File: config.mk
export PLATFORM = sky130hd
export DESIGN_NAME = rename_rob_top
export DESIGN_NICKNAME = d
export VERILOG_FILES = /design/src/verilog/rename_pkg.sv /design/src/verilog/free_list.sv /design/src/verilog/map_table.sv /design/src/verilog/rob_entry.sv /design/src/verilog/rob_dispatch.sv /design/src/verilog/rob_retire.sv /design/src/verilog/rename_rob_top.sv
export SDC_FILE = /design/constraint.sdc
export NUM_CORES = 1
export LEC_CHECK = 0
export BUFFER_PORTS_ARGS = -buffer_cell sky130_fd_sc_hd__buf_4
export CAP_MARGIN = 25
export CORE_ASPECT_RATIO = 2
export CORE_UTILIZATION = 35
export CTS_BUF_LIST = sky130_fd_sc_hd__clkbuf_2
export DETAILED_ROUTE_END_ITERATION = 16
export PLACE_DENSITY = 0.56
export SLEW_MARGIN = 25
export SYNTH_ARGS = -nofsm -noshare
export SYNTH_HDL_FRONTEND = slang
export SYNTH_SLANG_ARGS = --single-unit
File: constraint.sdc
create_clock -name clock -period 4.25 [get_ports clock]
set_input_delay 0.85 -clock clock [delete_from_list [all_inputs] [get_ports clock]]
set_output_delay 0.85 -clock clock [all_outputs]
set_load 0.02 [all_outputs]
File: src/verilog/rename_pkg.sv
// rename package: sizes, opcode, instruction union and records shared by rename and ROB
`default_nettype none

package rename_pkg;

    // register file and reorder buffer sizes
    localparam int NUM_AREG = 32;
    localparam int NUM_PREG = 64;
    // ROB_SIZE <= NUM_PREG - NUM_AREG keeps the free list from running dry
    localparam int ROB_SIZE = 16;

    localparam int AREG_W    = $clog2(NUM_AREG);
    localparam int PREG_W    = $clog2(NUM_PREG);
    localparam int ROB_IDX_W = $clog2(ROB_SIZE);

    // register-register arithmetic opcode
    localparam logic [6:0] OPCODE_OP = 7'b0110011;

    typedef logic [AREG_W-1:0]    areg_t;
    typedef logic [PREG_W-1:0]    preg_t;
    typedef logic [ROB_IDX_W-1:0] rob_idx_t;

    // R-type layout, rs2 is a real source
    typedef struct packed {
        logic [6:0] funct7;
        areg_t      rs2;
        areg_t      rs1;
        logic [2:0] funct3;
        areg_t      rd;
        logic [6:0] opcode;
    } r_view_t;

    // I-type layout, the rs2 bits belong to the immediate
    typedef struct packed {
        logic [11:0] imm;
        areg_t       rs1;
        logic [2:0]  funct3;
        areg_t       rd;
        logic [6:0]  opcode;
    } i_view_t;

    typedef union packed {
        r_view_t r_view;
        i_view_t i_view;
    } inst_t;

    // one reorder-buffer slot
    typedef struct packed {
        areg_t areg;
        preg_t new_preg;
        preg_t old_preg;
    } rob_entry_t;

    // rename result handed out one cycle after dispatch
    typedef struct packed {
        rob_idx_t rob_idx;
        preg_t    dest_preg;
        preg_t    src1_preg;
        preg_t    src2_preg;
        logic     src2_used;
    } rename_result_t;

    // commit record, free_en low for areg zero
    typedef struct packed {
        areg_t areg;
        preg_t new_preg;
        preg_t freed_preg;
        logic  free_en;
    } commit_t;

endpackage

`default_nettype wire

File: src/verilog/free_list.sv
// free list: circular queue of physical registers, popped at dispatch, pushed at retire
`default_nettype none

module free_list
    import rename_pkg::*;
(
    input  wire logic  clock,
    input  wire logic  reset,
    input  wire logic  alloc,
    output preg_t      alloc_preg,
    input  wire logic  push,
    input  wire preg_t push_preg,
    output logic       empty
);

    // queue storage and pointers, NUM_PREG is a power of two so pointers wrap
    preg_t            slots [NUM_PREG];
    preg_t            head;
    preg_t            tail;
    logic [PREG_W:0]  count;

    // head entry is always on display, consumed only on alloc
    assign alloc_preg = slots[head];
    assign empty      = (count == '0);

    always_ff @(posedge clock) begin
        if (reset) begin
            // initial pool holds NUM_AREG upward in ascending order
            // slots past the pool are dead until pushed
            for (int i = 0; i < NUM_PREG; i++) begin
                slots[i] <= preg_t'(NUM_AREG + i);
            end
            head  <= '0;
            tail  <= preg_t'(NUM_PREG - NUM_AREG);
            count <= (PREG_W + 1)'(NUM_PREG - NUM_AREG);
        end else begin
            // freed register goes behind everything already queued
            if (push) begin
                slots[tail] <= push_preg;
                tail        <= tail + 1'b1;
            end
            if (alloc) begin
                head <= head + 1'b1;
            end
            // occupancy follows push and pop together
            unique case ({alloc, push})
                2'b10:   count <= count - 1'b1;
                2'b01:   count <= count + 1'b1;
                default: count <= count;
            endcase
        end
    end

endmodule

`default_nettype wire

File: src/verilog/map_table.sv
// map table: speculative architectural-to-physical map, looked up and updated at dispatch
`default_nettype none

module map_table
    import rename_pkg::*;
(
    input  wire logic  clock,
    input  wire logic  reset,
    input  wire inst_t inst,
    input  wire logic  map_write,
    input  wire preg_t new_preg,
    output preg_t      src1_preg,
    output preg_t      src2_preg,
    output logic       src2_used,
    output preg_t      old_preg
);

    // one physical tag per architectural register
    preg_t mapping [NUM_AREG];

    always_comb begin
        // rs1 and rd sit at the same bits in both views
        src1_preg = mapping[inst.i_view.rs1];
        old_preg  = mapping[inst.i_view.rd];

        // only R-type reads rs2, otherwise those bits are immediate
        src2_used = (inst.r_view.opcode == OPCODE_OP);
        if (src2_used) begin
            src2_preg = mapping[inst.r_view.rs2];
        end else begin
            src2_preg = '0;
        end
    end

    // lookups above see the table before this update
    always_ff @(posedge clock) begin
        if (reset) begin
            // identity map out of reset
            for (int i = 0; i < NUM_AREG; i++) begin
                mapping[i] <= preg_t'(i);
            end
        end else if (map_write) begin
            // map_write is never raised for rd zero, entry 0 stays at preg 0
            mapping[inst.i_view.rd] <= new_preg;
        end
    end

endmodule

`default_nettype wire

File: src/verilog/rob_entry.sv
// rob entry: one reorder-buffer slot with a valid bit and its record
`default_nettype none

module rob_entry
    import rename_pkg::*;
(
    input  wire logic       clock,
    input  wire logic       reset,
    input  wire logic       write,
    input  wire rob_entry_t write_data,
    input  wire logic       release_en,
    output logic            valid,
    output rob_entry_t      data
);

    // slot occupancy
    always_ff @(posedge clock) begin
        if (reset) begin
            valid <= 1'b0;
        end else if (write) begin
            valid <= 1'b1;
        end else if (release_en) begin
            valid <= 1'b0;
        end
    end

    // payload only changes on write
    always_ff @(posedge clock) begin
        if (write) begin
            data <= write_data;
        end
    end

endmodule

`default_nettype wire

File: src/verilog/rob_dispatch.sv
// rob dispatch: tail pointer, occupancy, full/empty and the registered rename result
`default_nettype none

module rob_dispatch
    import rename_pkg::*;
(
    input  wire logic          clock,
    input  wire logic          reset,
    input  wire logic          dispatch,
    input  wire inst_t         inst,
    input  wire logic          retire_accept,
    input  wire preg_t         free_preg,
    input  wire preg_t         src1_preg,
    input  wire preg_t         src2_preg,
    input  wire logic          src2_used,
    input  wire preg_t         old_preg,
    output logic               alloc,
    output logic               map_write,
    output logic [ROB_SIZE-1:0] entry_write,
    output rob_entry_t         entry_data,
    output logic               full,
    output logic               empty,
    output logic               rename_valid,
    output rename_result_t     rename
);

    rob_idx_t             tail;
    logic [ROB_IDX_W:0]   count;
    logic                 accept;
    logic                 rd_zero;

    // flags come straight off the registered count
    assign full  = (int'(count) == ROB_SIZE);
    assign empty = (count == '0);

    assign accept  = dispatch & ~full;
    assign rd_zero = (inst.r_view.rd == '0);

    // x0 never takes a register from the free list or the map
    assign alloc     = accept & ~rd_zero;
    assign map_write = accept & ~rd_zero;

    always_comb begin
        // one-hot write strobe toward the tail slot
        entry_write       = '0;
        entry_write[tail] = accept;

        entry_data.areg = inst.r_view.rd;
        if (rd_zero) begin
            entry_data.new_preg = '0;
            entry_data.old_preg = '0;
        end else begin
            entry_data.new_preg = free_preg;
            entry_data.old_preg = old_preg;
        end
    end

    // tail and occupancy, ROB_SIZE is a power of two so the tail wraps
    always_ff @(posedge clock) begin
        if (reset) begin
            tail         <= '0;
            count        <= '0;
            rename_valid <= 1'b0;
        end else begin
            rename_valid <= accept;
            if (accept) begin
                tail <= tail + 1'b1;
            end
            unique case ({accept, retire_accept})
                2'b10:   count <= count + 1'b1;
                2'b01:   count <= count - 1'b1;
                default: count <= count;
            endcase
        end
    end

    // rename payload, qualified by rename_valid
    always_ff @(posedge clock) begin
        if (accept) begin
            rename.rob_idx   <= tail;
            rename.dest_preg <= entry_data.new_preg;
            rename.src1_preg <= src1_preg;
            rename.src2_preg <= src2_preg;
            rename.src2_used <= src2_used;
        end
    end

endmodule

`default_nettype wire

File: src/verilog/rob_retire.sv
// rob retire: head pointer, head-entry select and the registered commit record
`default_nettype none

module rob_retire
    import rename_pkg::*;
(
    input  wire logic                        clock,
    input  wire logic                        reset,
    input  wire logic                        retire,
    input  wire logic                        empty,
    input  wire rob_entry_t [ROB_SIZE-1:0]   entry_data,
    output logic [ROB_SIZE-1:0]              release_en,
    output logic                             retire_accept,
    output logic                             push,
    output preg_t                            push_preg,
    output logic                             commit_valid,
    output commit_t                          commit
);

    rob_idx_t   head;
    rob_entry_t head_entry;
    logic       areg_nonzero;

    // oldest slot
    assign head_entry   = entry_data[head];
    assign areg_nonzero = (head_entry.areg != '0);

    assign retire_accept = retire & ~empty;

    // told goes back to the free list, skipped for x0
    assign push      = retire_accept & areg_nonzero;
    assign push_preg = head_entry.old_preg;

    always_comb begin
        release_en       = '0;
        release_en[head] = retire_accept;
    end

    always_ff @(posedge clock) begin
        if (reset) begin
            head         <= '0;
            commit_valid <= 1'b0;
        end else begin
            commit_valid <= retire_accept;
            // wraps with the power-of-two ring
            if (retire_accept) begin
                head <= head + 1'b1;
            end
        end
    end

    // commit payload for the architectural map
    always_ff @(posedge clock) begin
        if (retire_accept) begin
            commit.areg       <= head_entry.areg;
            commit.new_preg   <= head_entry.new_preg;
            commit.freed_preg <= head_entry.old_preg;
            commit.free_en    <= areg_nonzero;
        end
    end

endmodule

`default_nettype wire

File: src/verilog/rename_rob_top.sv
// rename and ROB top: map table, free list, dispatch, entry ring and retire
`default_nettype none

module rename_rob_top
    import rename_pkg::*;
(
    input  wire logic     clock,
    input  wire logic     reset,
    input  wire logic     dispatch,
    input  wire inst_t    inst,
    input  wire logic     retire,
    output logic          rename_valid,
    output rename_result_t rename,
    output logic          commit_valid,
    output commit_t       commit,
    output logic          full,
    output logic          empty
);

    // rename side
    logic                      alloc;
    logic                      map_write;
    preg_t                     free_preg;
    logic                      free_empty;
    preg_t                     src1_preg;
    preg_t                     src2_preg;
    logic                      src2_used;
    preg_t                     old_preg;

    // entry ring
    logic [ROB_SIZE-1:0]       entry_write;
    rob_entry_t                alloc_entry;
    logic [ROB_SIZE-1:0]       entry_release;
    logic [ROB_SIZE-1:0]       entry_valid;
    rob_entry_t [ROB_SIZE-1:0] slot_data;

    // retire side
    logic                      retire_accept;
    logic                      push;
    preg_t                     push_preg;

    map_table u_map_table (
        .clock     (clock),
        .reset     (reset),
        .inst      (inst),
        .map_write (map_write),
        .new_preg  (free_preg),
        .src1_preg (src1_preg),
        .src2_preg (src2_preg),
        .src2_used (src2_used),
        .old_preg  (old_preg)
    );

    free_list u_free_list (
        .clock      (clock),
        .reset      (reset),
        .alloc      (alloc),
        .alloc_preg (free_preg),
        .push       (push),
        .push_preg  (push_preg),
        .empty      (free_empty)
    );

    rob_dispatch u_rob_dispatch (
        .clock         (clock),
        .reset         (reset),
        .dispatch      (dispatch),
        .inst          (inst),
        .retire_accept (retire_accept),
        .free_preg     (free_preg),
        .src1_preg     (src1_preg),
        .src2_preg     (src2_preg),
        .src2_used     (src2_used),
        .old_preg      (old_preg),
        .alloc         (alloc),
        .map_write     (map_write),
        .entry_write   (entry_write),
        .entry_data    (alloc_entry),
        .full          (full),
        .empty         (empty),
        .rename_valid  (rename_valid),
        .rename        (rename)
    );

    // every slot sees the same record, only the tail slot is strobed
    for (genvar i = 0; i < ROB_SIZE; i++) begin : g_entry
        rob_entry u_rob_entry (
            .clock      (clock),
            .reset      (reset),
            .write      (entry_write[i]),
            .write_data (alloc_entry),
            .release_en (entry_release[i]),
            .valid      (entry_valid[i]),
            .data       (slot_data[i])
        );
    end

    rob_retire u_rob_retire (
        .clock         (clock),
        .reset         (reset),
        .retire        (retire),
        .empty         (empty),
        .entry_data    (slot_data),
        .release_en    (entry_release),
        .retire_accept (retire_accept),
        .push          (push),
        .push_preg     (push_preg),
        .commit_valid  (commit_valid),
        .commit        (commit)
    );

endmodule

`default_nettype wire

# After elaboration in Yosys (flattened, before gate mapping)
# Memory sizes are Yosys's and may differ from the RTL's. A register that Yosys moved wholly into a read port is not among the register bits.
# Index checks and enable logic that the tools add are counted.
[classes]
eq_ne = 4
muxes = 22
n_reduce_logical = 8
order_cmp = 3
n_bitwise = 8
add_sub_neg = 6
[ops]
columns = ["operator", "n"]
rows = [
  ["$bmux W17 S4", 1],
  ["$mux W6", 5],
  ["$mux W17", 1],
  ["$and A16 B16 Y16", 1],
  ["$add A6 B1 Y6 const B", 2],
  ["$mux W12", 1],
  ["$reduce_or A6 Y1", 2],
  ["$mux W1", 11],
  ["$logic_not A5 Y1", 2],
  ["$lt A4 B5 Y1 const B", 2],
  ["$pmux W5 S2", 1],
  ["$add A4 B1 Y4 const B", 2],
  ["$eq A7 B6 Y1 const B", 1],
  ["$add A5 B1 Y5 const B", 1],
  ["$eq A5 B5 Y1 const B", 1],
  ["$mux W5", 1],
  ["$reduce_bool A5 Y1", 1],
  ["$sub A5 B1 Y5 const B", 1],
  ["$and A1 B1 Y1", 4],
  ["$demux W1 S4", 1],
  ["$ge A4 B1 Y1 const B", 1],
  ["$not A1 Y1", 3],
  ["$eq A2 B1 Y1 const B", 1],
  ["$eq A2 B2 Y1 const B", 1],
  ["other kinds (3)", 3],
]
[word_totals]
memories = 2
mem_bits_rw = 576
regBits = 328
wordCells = 115
[mem_list]
columns = ["name", "words", "word_bits", "read_ports", "rd_clocked_by_memory_dff", "wr", "line", "source"]
rows = [
  ["u_free_list.slots", 64, 6, 1, 1, 64, "free_list.sv:17", "preg_t slots [NUM_PREG];"],
  ["u_map_table.mapping", 32, 6, 3, 2, 32, "map_table.sv:19", "preg_t mapping [NUM_AREG];"],
]

# Logic depth before layout (Yosys ltp)
[depth]
word_depth = 9
depth_mapped = 13

# Cells and area by module
# A second synthesis with hierarchy kept.
[unflattened]
hier_cells = 2916
area_unflattened_um2 = 44476.4
[modules_own_cells]
columns = ["mod", "n_inst", "cells_per_inst", "area_per_inst_um2"]
rows = [
  ["free_list", 1, 1398, 19022.0],
  ["map_table", 1, 843, 12047.8],
  ["rob_entry", 16, 21, 549.3],
  ["rob_retire", 1, 193, 3002.9],
  ["rob_dispatch", 1, 146, 1615.3],
]

# Worst setup path before layout
# OpenSTA, ideal clock, no wires.
[synth_timing]
path_kind = "input to register"
start = "in retire"
end = "reg u_rob_dispatch.count[4]"
setup_time_ns = 0.128
required_ns = 4.122
setup_slack_ns = 0.451
arrival_ns = 3.671
stages = 12
path_cell_list = "o21ai_0 -> inv_1 -> buf_1 -> ha_1 -> inv_1 -> fa_1 -> nor2b_1 -> o21ai_0 -> and3_1 -> nor3_1 -> xnor2_1 -> nor2_1"
[synth_between]
elab_chain_cells = 3
elab_cells_between_ends = 5
classes_between = "eq/ne: 2; mux: 1; bitwise: 1; reduce/logical: 1"
[synth_rtl]
columns = ["item", "line", "source"]
rows = [
  ["start: declaration", "rename_rob_top.sv:11", "input wire logic retire,"],
  ["$and A1 B1 Y1 *", "rob_retire.sv:28", "assign retire_accept = retire & ~empty;"],
  ["named net retire_accept", "rename_rob_top.sv:38", "logic retire_accept;"],
  ["$eq A2 B1 Y1 or $eq A2 B2 Y1 (tied branches)", "rob_dispatch.sv:69", "unique case ({accept, retire_accept})"],
  ["$pmux W5 S2 or $reduce_bool A2 Y1 (tied branches)", "-", ""],
  ["end signal: assignment", "rob_dispatch.sv:70", "2'b10: count <= count + 1'b1;"],
  ["end signal: assignment", "rob_dispatch.sv:71", "2'b01: count <= count - 1'b1;"],
  ["end signal: assignment", "rob_dispatch.sv:72", "default: count <= count;"],
  ["end: declaration", "rob_dispatch.sv:28", "logic [ROB_IDX_W:0] count;"],
]
# Mark *: on every way through the listed nets, which the timed path passes. The rest lies on a longest branch.
# A chain may end at the register's enable or synchronous reset.

==> out/metrics.json <==
{
  "cts-hold-fix-buffers": {"value": 16},
  "yosys.area.top_type_share": {"value": 62.8, "unit": "%"},
  "final_min_period_over_clock_period": {"value": 88.3, "unit": "%"},
  "cts_max_path_buffers": {"value": 3},
  "netlist_top_cells_area": {"value": "edfxtp_1 63%, mux4_2 20%, nor2_1 3.6%, nand2_1 3.0%, dfxtp_1 1.6%"},
  "maximum_number_of_pins_on_one_net_before_global_route_repair": {"value": 97},
  "cts_post_setup_buffers_inserted": {"value": 0},
  "timing.critical_path.from_type": {"value": "register"},
  "crit_type": {"value": "reg -> reg"},
  "minimum_clock_period": {"value": 3.75, "unit": "ns"},
  "worstMarginPinSlew": {"value": 1.03, "unit": "ns"},
  "timing.max_slew.rel_slack": {"value": 30.9, "unit": "%"},
  "final_layout_size_suffix_gt1_share": {"value": 32.7, "unit": "%"},
  "number_of_cells_upsized_or_downsized_after_cts": {"value": 0},
  "numPortBuffers": {"value": 70},
  "ys_seq_area_share": {"value": 64.4, "unit": "%"},
  "placed_cell_area": {"value": 45400, "unit": "um2"},
  "syn2layout_area_growth": {"value": 11.6, "unit": "%"},
  "synth_fa_ha_area_share": {"value": 0.371, "unit": "%"},
  "routabilityCongestion": {"value": 0.905},
  "cp.arrival": {"value": 4.90, "unit": "ns"},
  "main_combinational_cell_family_by_area_after_synthesis": {"value": "multiplexers"},
  "vias": {"value": 25283},
  "cap_violations": {"value": 0},
  "die_h": {"value": 495, "unit": "um"},
  "dr_vias_cell": {"value": 5.54},
  "groute.usage.overall": {"value": 21.1, "unit": "%"},
  "detail_route.iter0.violations": {"value": 2017},
  "hold_path_class": {"value": "in -> reg"},
  "synth.largest_area_cell": {"value": "edfxtp_1"},
  "ioPinCount": {"value": 81},
  "clkTransAtPathRegs": {"value": 0.12, "unit": "ns"},
  "finalSetupTns": {"value": 0, "unit": "ns"},
  "grt_antenna_before_repair": {"value": 4},
  "first_pass_grt_wire_length": {"value": 184000, "unit": "um"},
  "clock_latency": {"value": 1.54, "unit": "ns"},
  "via_count_of_the_first_global_routing_pass": {"value": 27179},
  "nNetsFinal": {"value": 2906},
  "worst_ir_drop_vdd": {"value": 0.292, "unit": "mV"},
  "initial_drt_pass_iterations": {"value": 5},
  "final-hold-violation-count": {"value": 0},
  "crit_path_max_fanout": {"value": 32},
  "clock-root-buffer": {"value": "clkbuf_2"},
  "die_width": {"value": 248, "unit": "um"},
  "synth.ff_latch_count": {"value": 922},
  "final_design_area_no_fill": {"value": 47400, "unit": "um2"},
  "timing.final.max_slew_violations": {"value": 0},
  "maxClockFrequency": {"value": 0.266, "unit": "GHz"},
  "remaining_antenna_violation_count_after_routing": {"value": 0},
  "synth.avg_cell_area": {"value": 16.0, "unit": "um2"},
  "static-leakage-power": {"value": 14.6, "unit": "nW"},
  "synth_warnings": {"value": 0},
  "start_util": {"value": 35.3, "unit": "%"},
  "worst_setup_path_end_kind": {"value": "register"},
  "syn-cell-area": {"value": 42500, "unit": "um2"},
  "gr-total-overflow": {"value": 0},
  "tritoncts": {"value": "yes"},
  "count_of_flip_flops_with_a_built_in_enable_after_synthesis": {"value": 889},
  "cts-buffers-inserted": {"value": 194},
  "wire_per_inst": {"value": 28.2, "unit": "um"},
  "design_power_total": {"value": 21.5, "unit": "mW"},
  "synth_simple_gate_area_share": {"value": 9.19, "unit": "%"},
  "power.density": {"value": 453, "unit": "nW/um2"},
  "ys.flop_type": {"value": "edfxtp_1"},
  "post_synth_inst_count": {"value": 2655},
  "post_synth_mux_area_share": {"value": 20.3, "unit": "%"},
  "timing.clock.skew": {"value": 0.165, "unit": "ns"},
  "synth_compound_area_share": {"value": 2.81, "unit": "%"},
  "xor_xnor_portion_of_the_synthesized_cell_area": {"value": 0.289, "unit": "%"},
  "fp-row-count": {"value": 180},
  "worstPathRequired": {"value": 5.39, "unit": "ns"},
  "cts.sinks": {"value": 922},
  "unrepaired_setup_endpoints_after_global_routing": {"value": "no"},
  "core": {"value": 120000, "unit": "um2"},
  "synthDistinctLibCells": {"value": 55},
  "report.final.setup_viol": {"value": 0},
  "drc": {"value": 0},
  "sum_of_routed_wire_length_over_all_layers": {"value": 129000, "unit": "um"},
  "dpl.hpwl": {"value": 90400, "unit": "um"},
  "floorplan.die_area": {"value": 123000, "unit": "um2"},
  "result_of_the_run": {"value": "complete, no violations"},
  "cts-htree-levels": {"value": 4},
  "synth-async-reset-ratio": {"value": 0, "unit": "%"}
}
[power by group]
part	switching, mW	leakage [nW]	internal [mW]
logic	3.25	4.91	1.84
clock network	3.60	1.37	2.02
registers	0.296	8.32	10.5
[critical path, stage by stage, from the launching register on]
cell	delay (ns)
dfxtp_4	0.71
buf_4	0.41
mux4_2	0.56
a22o_1	0.27
a221oi_4	0.29
buf_4	0.33
inv_2	0.19
o211ai_4	0.24
buf_12	0.27
nor2_1	0.08
[sequential cells by signal, summed over array words and instances, names as in the netlist, named ones only]
| register | count |
|---|---|
| u_rob_dispatch.count | 5 |
| u_rob_dispatch.tail | 4 |
| u_rob_dispatch.rename | 23 |
| u_rob_dispatch.rename_valid | 1 |
| u_map_table.mapping | 192 |
| u_free_list.head | 6 |
| u_rob_retire.commit | 18 |
| u_free_list.slots | 384 |
| g_entry.u_rob_entry.data | 272 |
| u_free_list.tail | 6 |
| u_rob_retire.commit_valid | 1 |
| u_rob_retire.head | 4 |
[placed cells by master, fill, tap and decap left out, types with 9 or more instances in the layout]
cell             n
a31o_2          25
nor2_1         401
buf_12          18
nor2b_1         13
a22oi_1         20
a21oi_1         10
a21o_1          18
edfxtp_1       889
clkinv_2         9
nand3_1         51
nor2_2          12
mux4_2         368
ha_1            11
mux2i_1         15
mux2_2          15
a31o_1          22
clkinv_1        45
dfxtp_1         28
xor2_1          11
buf_4          191
nand2b_1        39
dlygate4sd3_1   16
nand2_1        342
clkbuf_2       279
nor3_1          16
[cell usage after synthesis (13+ instances only)]
master and instances:
mux2i_1 15, buf_2 60, nand2b_1 39, clkbuf_1 115
a31o_1 22, mux4_2 368, mux2_2 15, nand3_1 51
edfxtp_1 889, buf_6 22, dfxtp_1 33, nor3_1 22
a21o_1 18, a22oi_1 20, nand2_1 342, nor2_1 413
buf_1 26, nor2b_1 13, a31o_2 25
[metal layers]
| metal | up-vias | GRT usage (%) | wire length, um |
|---|---|---|---|
| li1 | 10802 | - | - |
| met1 | 13084 | 19.8 | 39900 |
| met2 | 1015 | 40.3 | 72000 |
| met3 | 380 | 3.38 | 6520 |
| met4 | 2 | 16.2 | 10400 |
| met5 | - | 0 | 13 |
[logic make-up (layout without fill, tap and decap cells)]
kind of cell,count (synthesis),in the layout
xor gates and xnor gates,14,14
and+or+nand+nor,934,934
adders and majority gates,12,12
other,1,10
AOI/OAI and AO/OA,138,138
muxes,399,399
buffers and inverters,235,587
DFF,922,922
[path summary, 6_finish.rpt]
| kind | from | to | slack [ns] | depth (start not counted) |
|---|---|---|---|---|
| setup / recovery | u_rob_retire.head[0] | u_free_list.slots[0][1] | 0.50 | 9 |
| hold / removal | inst[17] | u_rob_dispatch.rename[7] | 0.20 | 3 |
| setup reg to reg | u_rob_retire.head[0] | u_free_list.slots[0][1] | 0.50 | 9 |
| hold reg to reg | u_rob_dispatch.tail[1] | u_rob_dispatch.rename[20] | 0.53 | 0 |
[layout make-up]
class / instances / area (um2)
Tap cell: 1547 / 1940
Timing Repair Buffer: 226 / 1980
Antenna cell: 4 / 10.0
Fill cell: 11221 / 72800
Clock inverter: 71 / 450
Sequential cell: 922 / 27400
Clock buffer: 279 / 1400
Inverter: 11 / 41.3
Multi-Input combinational cell: 1503 / 14200
[stage by stage]
step,hold WS [ns],setup slack [ns],instances,utilization (%)
6_report,0.200,0.496,4563,39.4
5_1_grt,0.134,0.283,4562,39.4
4_1_cts,0.0226,0.383,4558,39.4
3_5_place_dp,0.524,0.477,4192,37.7
3_3_place_gp,0.518,0.533,4192,37.7
2_1_floorplan,0.406,0.451,2660,-
(Power assumes the default switching activity.)
